===== config.mk =====
export PLATFORM = sky130hd
export DESIGN_NAME = digit_overlay_top
export DESIGN_NICKNAME = d
export VERILOG_FILES = /design/src/logic/digit_overlay_pkg.sv /design/src/logic/bin_wr_if.sv /design/src/logic/cam_sampler.sv /design/src/logic/bin_row.sv /design/src/logic/overlay_mixer.sv /design/src/logic/digit_overlay_top.sv
export VERILOG_INCLUDE_DIRS = /design/src /design/src/include
export SDC_FILE = /design/constraint.sdc
export NUM_CORES = 2
export LEC_CHECK = 0
export ABC_AREA = 1
export BUFFER_PORTS_ARGS = -buffer_cell sky130_fd_sc_hd__buf_2
export CELL_PAD_IN_SITES_DETAIL_PLACEMENT = 1
export CELL_PAD_IN_SITES_GLOBAL_PLACEMENT = 2
export CORE_MARGIN = 2
export CORE_UTILIZATION = 30
export DETAILED_ROUTE_END_ITERATION = 16
export PLACE_DENSITY = 0.64
export SLEW_MARGIN = 30
export SYNTH_ARGS = -nofsm -noshare
export SYNTH_HDL_FRONTEND = slang
export SYNTH_SLANG_ARGS = --single-unit

===== constraint.sdc =====
create_clock -name video_clk -period 5.9 [get_ports video_clk]
set_clock_uncertainty 0.05 [all_clocks]
set_input_delay 0.59 -clock video_clk [delete_from_list [all_inputs] [get_ports video_clk]]
set_output_delay 0.59 -clock video_clk [all_outputs]
set_load 0.1 [all_outputs]

===== src/include/digit_overlay_params.svh =====
`ifndef DIGIT_OVERLAY_PARAMS_SVH
`define DIGIT_OVERLAY_PARAMS_SVH

// --------------------
// binary image geometry
`define DO_IMG_N            28      // cells per side
`define DO_DECIM_SHIFT      3       // keep every 8th pixel and line
`define DO_BIN_THRESH       30      // dark when r5+g6+b5 below this

// --------------------
// class indicator
`define DO_CLASS_N          10      // one cell per digit

// --------------------
// display windows, origins in cells
`define DO_BIN_CELL_SHIFT   4       // 16x16 display pixels per image cell
`define DO_BIN_X0           50
`define DO_BIN_Y0           1
`define DO_CLASS_CELL_SHIFT 5       // 32x32 pixels per class cell
`define DO_CLASS_X0         1
`define DO_CLASS_Y0         18

// --------------------
// counter widths
`define DO_CAM_X_W          11
`define DO_CAM_Y_W          10
`define DO_DISP_X_W         12
`define DO_DISP_Y_W         11

`endif


===== src/logic/digit_overlay_pkg.sv =====
`include "digit_overlay_params.svh"

package digit_overlay_pkg;

    // --------------------
    // display layer per pixel
    typedef enum logic [1:0] {
        LAYER_BG    = 2'd0,          // gradient background
        LAYER_BIN   = 2'd1,          // 28x28 binary window
        LAYER_CLASS = 2'd2           // ten-cell class bar
    } layer_e;

    // --------------------
    // pixel formats
    typedef logic [15:0] rgb565_t;   // r[15:11] g[10:5] b[4:0]
    typedef logic [23:0] rgb888_t;   // r[23:16] g[15:8] b[7:0]

    // --------------------
    // binary image
    typedef logic [`DO_IMG_N-1:0] row_bits_t;  // bit n is column n
    typedef logic [4:0]           cell_idx_t;  // row or column, 0..27

endpackage


===== src/logic/bin_wr_if.sv =====
`timescale 1ns/1ps

// sampler to row stores, no handshake
interface bin_wr_if
    import digit_overlay_pkg::*;
();

    logic      wr;       // one-cycle write strobe
    cell_idx_t row;      // target row of live image
    cell_idx_t col;      // target column
    logic      bit_val;  // thresholded pixel
    logic      latch;    // live to shown, once per frame

    modport sampler (
        output wr,
        output row,
        output col,
        output bit_val,
        output latch
    );

    modport store (
        input  wr,
        input  row,
        input  col,
        input  bit_val,
        input  latch
    );

endinterface


===== src/logic/cam_sampler.sv =====
`timescale 1ns/1ps
`include "digit_overlay_params.svh"

module cam_sampler
    import digit_overlay_pkg::*;
(
    input  logic      video_clk,
    input  logic      rst_n,
    input  logic      cam_vsync,   // high during vertical blank
    input  logic      cam_href,    // high while pixels valid
    input  rgb565_t   cam_data,
    bin_wr_if.sampler wr_bus
);

    // --------------------
    // camera position
    logic [`DO_CAM_X_W-1:0] cam_x;     // pixel index in line
    logic [`DO_CAM_Y_W-1:0] cam_y;     // line index in frame
    logic                   href_d;    // for href fall
    logic                   vsync_d;   // for vsync rise

    always_ff @(posedge video_clk or negedge rst_n) begin
        if (!rst_n) begin
            cam_x   <= '0;
            cam_y   <= '0;
            href_d  <= 1'b0;
            vsync_d <= 1'b0;
        end else begin
            href_d  <= cam_href;
            vsync_d <= cam_vsync;
            if (!cam_href) begin
                cam_x <= '0;                      // idle between lines
            end else begin
                cam_x <= cam_x + 1'b1;
            end
            if (cam_vsync) begin
                cam_y <= '0;                      // held through blank
            end else if (href_d && !cam_href) begin
                cam_y <= cam_y + 1'b1;            // one per finished line
            end
        end
    end

    // --------------------
    // decimation and threshold
    logic [`DO_CAM_X_W-`DO_DECIM_SHIFT-1:0] x_cell;
    logic [`DO_CAM_Y_W-`DO_DECIM_SHIFT-1:0] y_cell;
    logic [7:0]                             ch_sum;   // r5+g6+b5, max 125
    logic                                   take;     // this pixel is a sample
    logic                                   vs_rise;

    assign x_cell = cam_x[`DO_CAM_X_W-1:`DO_DECIM_SHIFT];
    assign y_cell = cam_y[`DO_CAM_Y_W-1:`DO_DECIM_SHIFT];

    assign ch_sum = 8'(cam_data[15:11]) + 8'(cam_data[10:5]) + 8'(cam_data[4:0]);

    assign take = cam_href
               && (cam_x[`DO_DECIM_SHIFT-1:0] == '0)
               && (cam_y[`DO_DECIM_SHIFT-1:0] == '0)
               && (x_cell < `DO_IMG_N)               // inside 224x224
               && (y_cell < `DO_IMG_N);

    assign vs_rise = cam_vsync && !vsync_d;

    // strobes, one cycle after the pixel
    always_ff @(posedge video_clk or negedge rst_n) begin
        if (!rst_n) begin
            wr_bus.wr    <= 1'b0;
            wr_bus.latch <= 1'b0;
        end else begin
            wr_bus.wr    <= take;
            wr_bus.latch <= vs_rise;                 // frame boundary
        end
    end

    // write payload, only looked at with wr
    always_ff @(posedge video_clk) begin
        if (take) begin
            wr_bus.row     <= cell_idx_t'(y_cell);
            wr_bus.col     <= cell_idx_t'(x_cell);
            wr_bus.bit_val <= (ch_sum < `DO_BIN_THRESH);  // dark pixel -> 1
        end
    end

endmodule


===== src/logic/bin_row.sv =====
`timescale 1ns/1ps

module bin_row
    import digit_overlay_pkg::*;
#(
    parameter cell_idx_t ROW_ID = '0     // image row this store holds
)(
    input  logic      video_clk,
    input  logic      rst_n,
    bin_wr_if.store   wr_bus,
    output row_bits_t shown              // stable copy for the display
);

    // --------------------
    // live row, filled by the sampler
    row_bits_t live;
    logic      hit;                      // write aimed at this row

    assign hit = wr_bus.wr && (wr_bus.row == ROW_ID);

    always_ff @(posedge video_clk or negedge rst_n) begin
        if (!rst_n) begin
            live  <= '0;
            shown <= '0;
        end else begin
            if (hit) begin
                live[wr_bus.col] <= wr_bus.bit_val;   // single column update
            end
            // whole-frame swap, display never sees a partial image
            if (wr_bus.latch) begin
                shown <= live;
            end
        end
    end

endmodule


===== src/logic/overlay_mixer.sv =====
`timescale 1ns/1ps
`include "digit_overlay_params.svh"

module overlay_mixer
    import digit_overlay_pkg::*;
(
    input  logic                  video_clk,
    input  logic                  rst_n,
    input  logic                  disp_vs,    // high in vertical blank
    input  logic                  disp_de,    // active video
    input  row_bits_t             rows [`DO_IMG_N],
    input  logic [`DO_CLASS_N-1:0] class_onehot,
    output logic                  out_de,
    output rgb888_t               rgb
);

    // --------------------
    // raster position
    logic [`DO_DISP_X_W-1:0] disp_x;      // pixel in line, valid with disp_de
    logic [`DO_DISP_Y_W-1:0] disp_y;      // line in frame
    logic                    de_d;        // de one cycle late

    // cell coordinates of both windows
    logic [`DO_DISP_X_W-`DO_BIN_CELL_SHIFT-1:0]   bin_xc;
    logic [`DO_DISP_Y_W-`DO_BIN_CELL_SHIFT-1:0]   bin_yc;
    logic [`DO_DISP_X_W-`DO_CLASS_CELL_SHIFT-1:0] cls_xc;
    logic [`DO_DISP_Y_W-`DO_CLASS_CELL_SHIFT-1:0] cls_yc;

    logic      in_bin;
    logic      in_class;
    cell_idx_t bin_r;                     // image row under the beam
    cell_idx_t bin_c;
    logic [3:0] cls_idx;                  // class cell under the beam

    layer_e    layer_d;
    layer_e    layer_q;
    logic      bit_d;
    logic      bit_q;
    logic [7:0] grad_r;                   // gradient bytes, stage 1
    logic [7:0] grad_g;

    assign bin_xc = disp_x[`DO_DISP_X_W-1:`DO_BIN_CELL_SHIFT];
    assign bin_yc = disp_y[`DO_DISP_Y_W-1:`DO_BIN_CELL_SHIFT];
    assign cls_xc = disp_x[`DO_DISP_X_W-1:`DO_CLASS_CELL_SHIFT];
    assign cls_yc = disp_y[`DO_DISP_Y_W-1:`DO_CLASS_CELL_SHIFT];

    assign in_bin = (bin_xc >= `DO_BIN_X0) && (bin_xc < `DO_BIN_X0 + `DO_IMG_N)
                 && (bin_yc >= `DO_BIN_Y0) && (bin_yc < `DO_BIN_Y0 + `DO_IMG_N);

    assign in_class = (cls_xc >= `DO_CLASS_X0) && (cls_xc < `DO_CLASS_X0 + `DO_CLASS_N)
                   && (cls_yc == `DO_CLASS_Y0);          // single row of cells

    assign bin_r   = cell_idx_t'(bin_yc - `DO_BIN_Y0);
    assign bin_c   = cell_idx_t'(bin_xc - `DO_BIN_X0);
    assign cls_idx = 4'(cls_xc - `DO_CLASS_X0);

    // --------------------
    // layer pick, binary window on top
    always_comb begin
        layer_d = LAYER_BG;
        bit_d   = 1'b0;
        if (in_bin) begin
            layer_d = LAYER_BIN;
            bit_d   = rows[bin_r][bin_c];
        end else if (in_class) begin
            layer_d = LAYER_CLASS;
            bit_d   = class_onehot[cls_idx];
        end
    end

    // counters and stage 1
    always_ff @(posedge video_clk or negedge rst_n) begin
        if (!rst_n) begin
            disp_x  <= '0;
            disp_y  <= '0;
            de_d    <= 1'b0;
            layer_q <= LAYER_BG;
            bit_q   <= 1'b0;
            grad_r  <= '0;
            grad_g  <= '0;
        end else begin
            de_d <= disp_de;
            if (!disp_de) begin
                disp_x <= '0;                         // back to 0 in blank
            end else begin
                disp_x <= disp_x + 1'b1;
            end
            if (disp_vs) begin
                disp_y <= '0;
            end else if (de_d && !disp_de) begin
                disp_y <= disp_y + 1'b1;              // de fall ends a line
            end
            layer_q <= layer_d;
            bit_q   <= bit_d;
            grad_r  <= disp_x[7:0];
            grad_g  <= disp_y[7:0];
        end
    end

    // --------------------
    // stage 2, colour out
    always_ff @(posedge video_clk or negedge rst_n) begin
        if (!rst_n) begin
            out_de <= 1'b0;
            rgb    <= '0;
        end else begin
            out_de <= de_d;                           // 2 cycles after disp_de
            case (layer_q)
                LAYER_BIN,
                LAYER_CLASS: rgb <= {24{bit_q}};      // black or white
                default:     rgb <= {grad_r, grad_g, 8'hff};
            endcase
        end
    end

endmodule


===== src/logic/digit_overlay_top.sv =====
`timescale 1ns/1ps
`include "digit_overlay_params.svh"

module digit_overlay_top
    import digit_overlay_pkg::*;
(
    input  logic                   video_clk,
    input  logic                   rst_n,
    input  logic                   cam_vsync,
    input  logic                   cam_href,
    input  logic [15:0]            cam_data,      // rgb565
    input  logic                   disp_vs,
    input  logic                   disp_de,
    input  logic [`DO_CLASS_N-1:0] class_onehot,  // classifier result
    output logic                   out_de,
    output logic [7:0]             rgb_r,
    output logic [7:0]             rgb_g,
    output logic [7:0]             rgb_b
);

    // --------------------
    // camera side
    bin_wr_if  wr_bus ();
    row_bits_t shown_rows [`DO_IMG_N];            // latched image, one per row
    rgb888_t   rgb;

    cam_sampler u_sampler (
        .video_clk (video_clk),
        .rst_n     (rst_n),
        .cam_vsync (cam_vsync),
        .cam_href  (cam_href),
        .cam_data  (cam_data),
        .wr_bus    (wr_bus.sampler)
    );

    for (genvar r = 0; r < `DO_IMG_N; r++) begin : g_row
        bin_row #(
            .ROW_ID (cell_idx_t'(r))
        ) u_row (
            .video_clk (video_clk),
            .rst_n     (rst_n),
            .wr_bus    (wr_bus.store),
            .shown     (shown_rows[r])
        );
    end

    // --------------------
    // display side
    overlay_mixer u_mixer (
        .video_clk    (video_clk),
        .rst_n        (rst_n),
        .disp_vs      (disp_vs),
        .disp_de      (disp_de),
        .rows         (shown_rows),
        .class_onehot (class_onehot),
        .out_de       (out_de),
        .rgb          (rgb)
    );

    assign rgb_r = rgb[23:16];
    assign rgb_g = rgb[15:8];
    assign rgb_b = rgb[7:0];

endmodule


==> results.md <==
* Status: completed
* Via count at around 55,000
* Slew Limit Fails at 0
* Post-route setup TNS at 0 ns
* PD cells at 308 nW/um^2
* Clk root buf: clkbuf_16
* Leakage at 35.7 nW
* Number of fill cells at roughly 27,000
* Die Wd at 493 um
* Max_slew headroom at 32.5%
* Commonest non-fill, non-tap cell in the layout: dfrtp_1
* Reg2reg end: u_mixer.bit_q
* Int Pwr at roughly 0.019 W
* Yosys warnings at 0
* Met3 usage at ~2.5%
* Reg2Reg Setup Slack at 1.61 ns
* Main combinational cell family by area after synthesis: compound AO/OA/AOI/OAI gates
* Synthesized flop and latch total at 1,665
* Drt total wl at about 240,000 um
* Synth Area in Simple Gates at about a tenth
* CP Capture Type: flop
* Setup violations, final at 0
* Most Crowded Layer GR: met2
* TritonCTS clock tree: yes
* I/O pin total at 57
* Antenna Cells at 0
* Dpl hpwl at roughly 130,000 um
* Synth top area cells: dfrtp_1 (58%), a31oi_1 (6.6%), a21oi_1 (6.6%)
* Initial antenna violation count at 2
* Req. time, crit path at between 6 and 7 ns
* DRT Pass-1 Iters at 7
* Seq. cell area at between 40,000 and 50,000 sq um
* Starting Density at 30.1%
* Clock share of power at between 40% and 50%
* CTS buffer count at 185
* Critical R2R Launch: u_mixer.disp_y[4]
* Max H-tree Level at 4
* First-pass GRT wire length at 369,000 um
* Net Switching at 0.00602 W
* Min-delay worst type: in2reg
* Layout Utilization at 34.2%
* Seq/Total Area, Yosys at 58.2%
* Crit start category: flop
* Layout Nets at 7,237
* Met2 global-route usage at 31.6%
* Final-report hold violation count at 0
* Multi-input logic area at 25,300 sq um
* R2R cell count at 18
* Critical Path Start: u_mixer.disp_y[4]
* M1 GR Usage at 27.8%
* Syn Nets at 7,564
* Syn-to-layout area delta at 13.4%
* Sequential share of power at 46.9%
* Sw frac at approximately 24%
* Crit-path max FO at 54
* Crit Path Category: reg2reg
* Starting DRT DRC Count at ~4,000
* Core ar. at 238,000 sq um
* Largest net degree at the start of global routing at 176
* Portion of netlist area occupied by mux cells at 4.57%
* Avg WL per Cell at between 20 and 25 um
* Die Span Y at between 400 and 500 um
* Vias in the first global route at 58,034
* Vias per cell at 5.23
* Final Critical Period at about 4.3 ns
* Period utilisation layout at a little over 70%
* Top cell type's share of synthesized area at 57.7%
* Rows at 179
* Full die area at 243,000 sq um
* Gr ovfl total at 0
* Syn Inst Count at 7,509
* PortBufs at 56
* PostCTS Resize Cnt at 0
* Worst-Skew Late Latency at between 0.8 and 0.9 ns
* Routability cong. at 0.742
* Peak VDD IR at approximately 0.27 mV
* Max Cap Violations at 0
* Adder-cell share of the synthesized area at less than 1%
* Worst slew pin tran at 1.01 ns
* FMAX at 0.233 GHz
* Reg clk slew, reported paths at about 0.060 ns
* Most frequent cells in the layout: dfrtp_1 (1,652), nand2_1 (1,019), a21oi_1 (943)
* Synth Area in XOR/XNOR at 0.134%
* CP Capture Point: u_mixer.bit_q
* Post-route DRC at 0
* RSZ-0062 raised after global routing: no
* Post-DRT Antenna Nets at 0
* Gate power share at 5.1%
* Post-Syn Area at 71,700 sq um
* All-layer global routing usage at 19.5%
* Sink Count at 1,665
* Mean post-synth cell area at 9.55 sq um
* Fraction of layout cells with a size suffix above 1 at 11.7%
* Yosys cell types at 45
* Crit path DAT at 4.94 ns
* Post-synth top area cell: dfrtp_1
* Clock Path Buffers at 3
* Compound-Gate Fraction of Synth Area at 19.9%
==> through the flow <==
| step | std cells | worst slack (ns) | hold slack (ns) | total power (W) | cell area, sq um |
|---|---|---|---|---|---|
| 3_3_place_gp | 10154 | 1.49 | 0.324 | 0.0132 | 74900 |
| 4_1_cts | 10499 | 1.53 | 0.224 | 0.0254 | 81300 |
| 6_report | 10500 | 1.61 | 0.289 | 0.0250 | 81300 |
| 5_1_grt | 10500 | 1.36 | 0.259 | 0.0260 | 81300 |
| 2_1_floorplan | 7509 | 3.06 | 0.244 | 0.0126 | 71700 |
| 3_5_place_dp | 10156 | 1.53 | 0.331 | 0.0132 | 74900 |
==> registers in the layout, summed over array words and instances (netlist names), 2 cells and up <==
name	count
g_row.u_row.shown	784
u_sampler.wr_bus.col	5
u_mixer.grad_r	8
u_sampler.wr_bus.row	5
u_mixer.disp_x	12
u_sampler.cam_x	11
u_mixer.rgb	17
g_row.u_row.live	784
u_mixer.disp_y	11
u_mixer.layer_q	2
u_mixer.grad_g	8
u_sampler.cam_y	10
==> synth_stat cells (all sizes together) <==
cell type     n
xor2         10
nor3         17
o221ai        1
nand2      1021
o2111ai       1
buf         261
mux2        291
o31ai         2
nor4b         1
o21a         17
a2111oi       2
a221oi        2
a21oi       943
fa            2
a21boi        1
and2          1
nand4         9
clkbuf      451
and3          1
nor2        123
inv         576
o41ai         1
clkinv        1
a21o          1
nand3       477
nor4          6
xnor2         1
o21ai       705
dfrtp      1654
a31oi       758
edfxtp       11
a31o          1
o211ai      134
o311ai        1
or2           3
or3b          1
ha           21
==> layout make-up <==
class                   instances  area share [%]
flip-flops and latches       1665            51.3
multi-input cells            4555            31.2
clock buffers                 286            7.00
well taps                    3167            4.88
inverters                     577            2.70
repair buffers                198            2.21
clock inverters                52           0.730
==> worst min path at each step <==
stage / end / depth (start not counted) / from
CTS: u_sampler.wr_bus.bit_val / 4 / cam_data[10]
finish: u_sampler.wr_bus.bit_val / 4 / cam_data[10]
detailed placement: u_sampler.wr_bus.latch / 1 / u_sampler.vsync_d
global route: u_sampler.wr_bus.bit_val / 4 / cam_data[10]
floorplan: g_row[0].u_row.live[0] / 0 / rst_n
global placement: u_mixer.out_de / 0 / u_mixer.de_d
==> critical path, stage by stage (launching register included) <==
cell	delay, ns
dfrtp_4	0.53
inv_8	0.27
ha_4	0.20
inv_1	0.04
nand2_1	0.15
nand2_8	0.38
inv_6	0.77
buf_4	0.35
nand3_1	0.11
nand3_1	0.09
nand3_1	0.20
nand3_1	0.14
nand3_1	0.15
nand3_1	0.19
nand3_1	0.12
nand3_1	0.09
nand2_1	0.07
nand2_1	0.07
nand2_1	0.05
==> layer usage <==
metal  routed length, um  share of wire (%)
met1              115000                 49
met3                7790                3.3
met4                4620                2.0
met5                   0                  0
met2              108000                 46
==> kinds of logic after synthesis <==
group | after synthesis
xor gates and xnor gates | 11
buffers and inverters | 1289
and+or+nand+nor | 1660
AOI/OAI and AO/OA | 2570
DFF | 1665
adders and majority gates | 23
muxes | 291
==> power groups by stage <==
| stage | Combinational, W | Sequential [W] | Clock (W) |
|---|---|---|---|
| 6_report | 0.00128 | 0.0117 | 0.0120 |
| 5_1_grt | 0.00143 | 0.0117 | 0.0128 |
| 4_1_cts | 0.00131 | 0.0117 | 0.0124 |
| 3_5_place_dp | 0.00131 | 0.0119 | 0 |
| 3_3_place_gp | 0.00129 | 0.0119 | 0 |
| 2_1_floorplan | 0.000676 | 0.0119 | 0 |
==> what timing repair did <==
item                                   4_1_cts  5_1_grt
endpoints found under the hold margin       85        0
hold buffers                                 5        0
setup buffers                                0        0
Note: power is estimated with default switching activity, not from simulation.
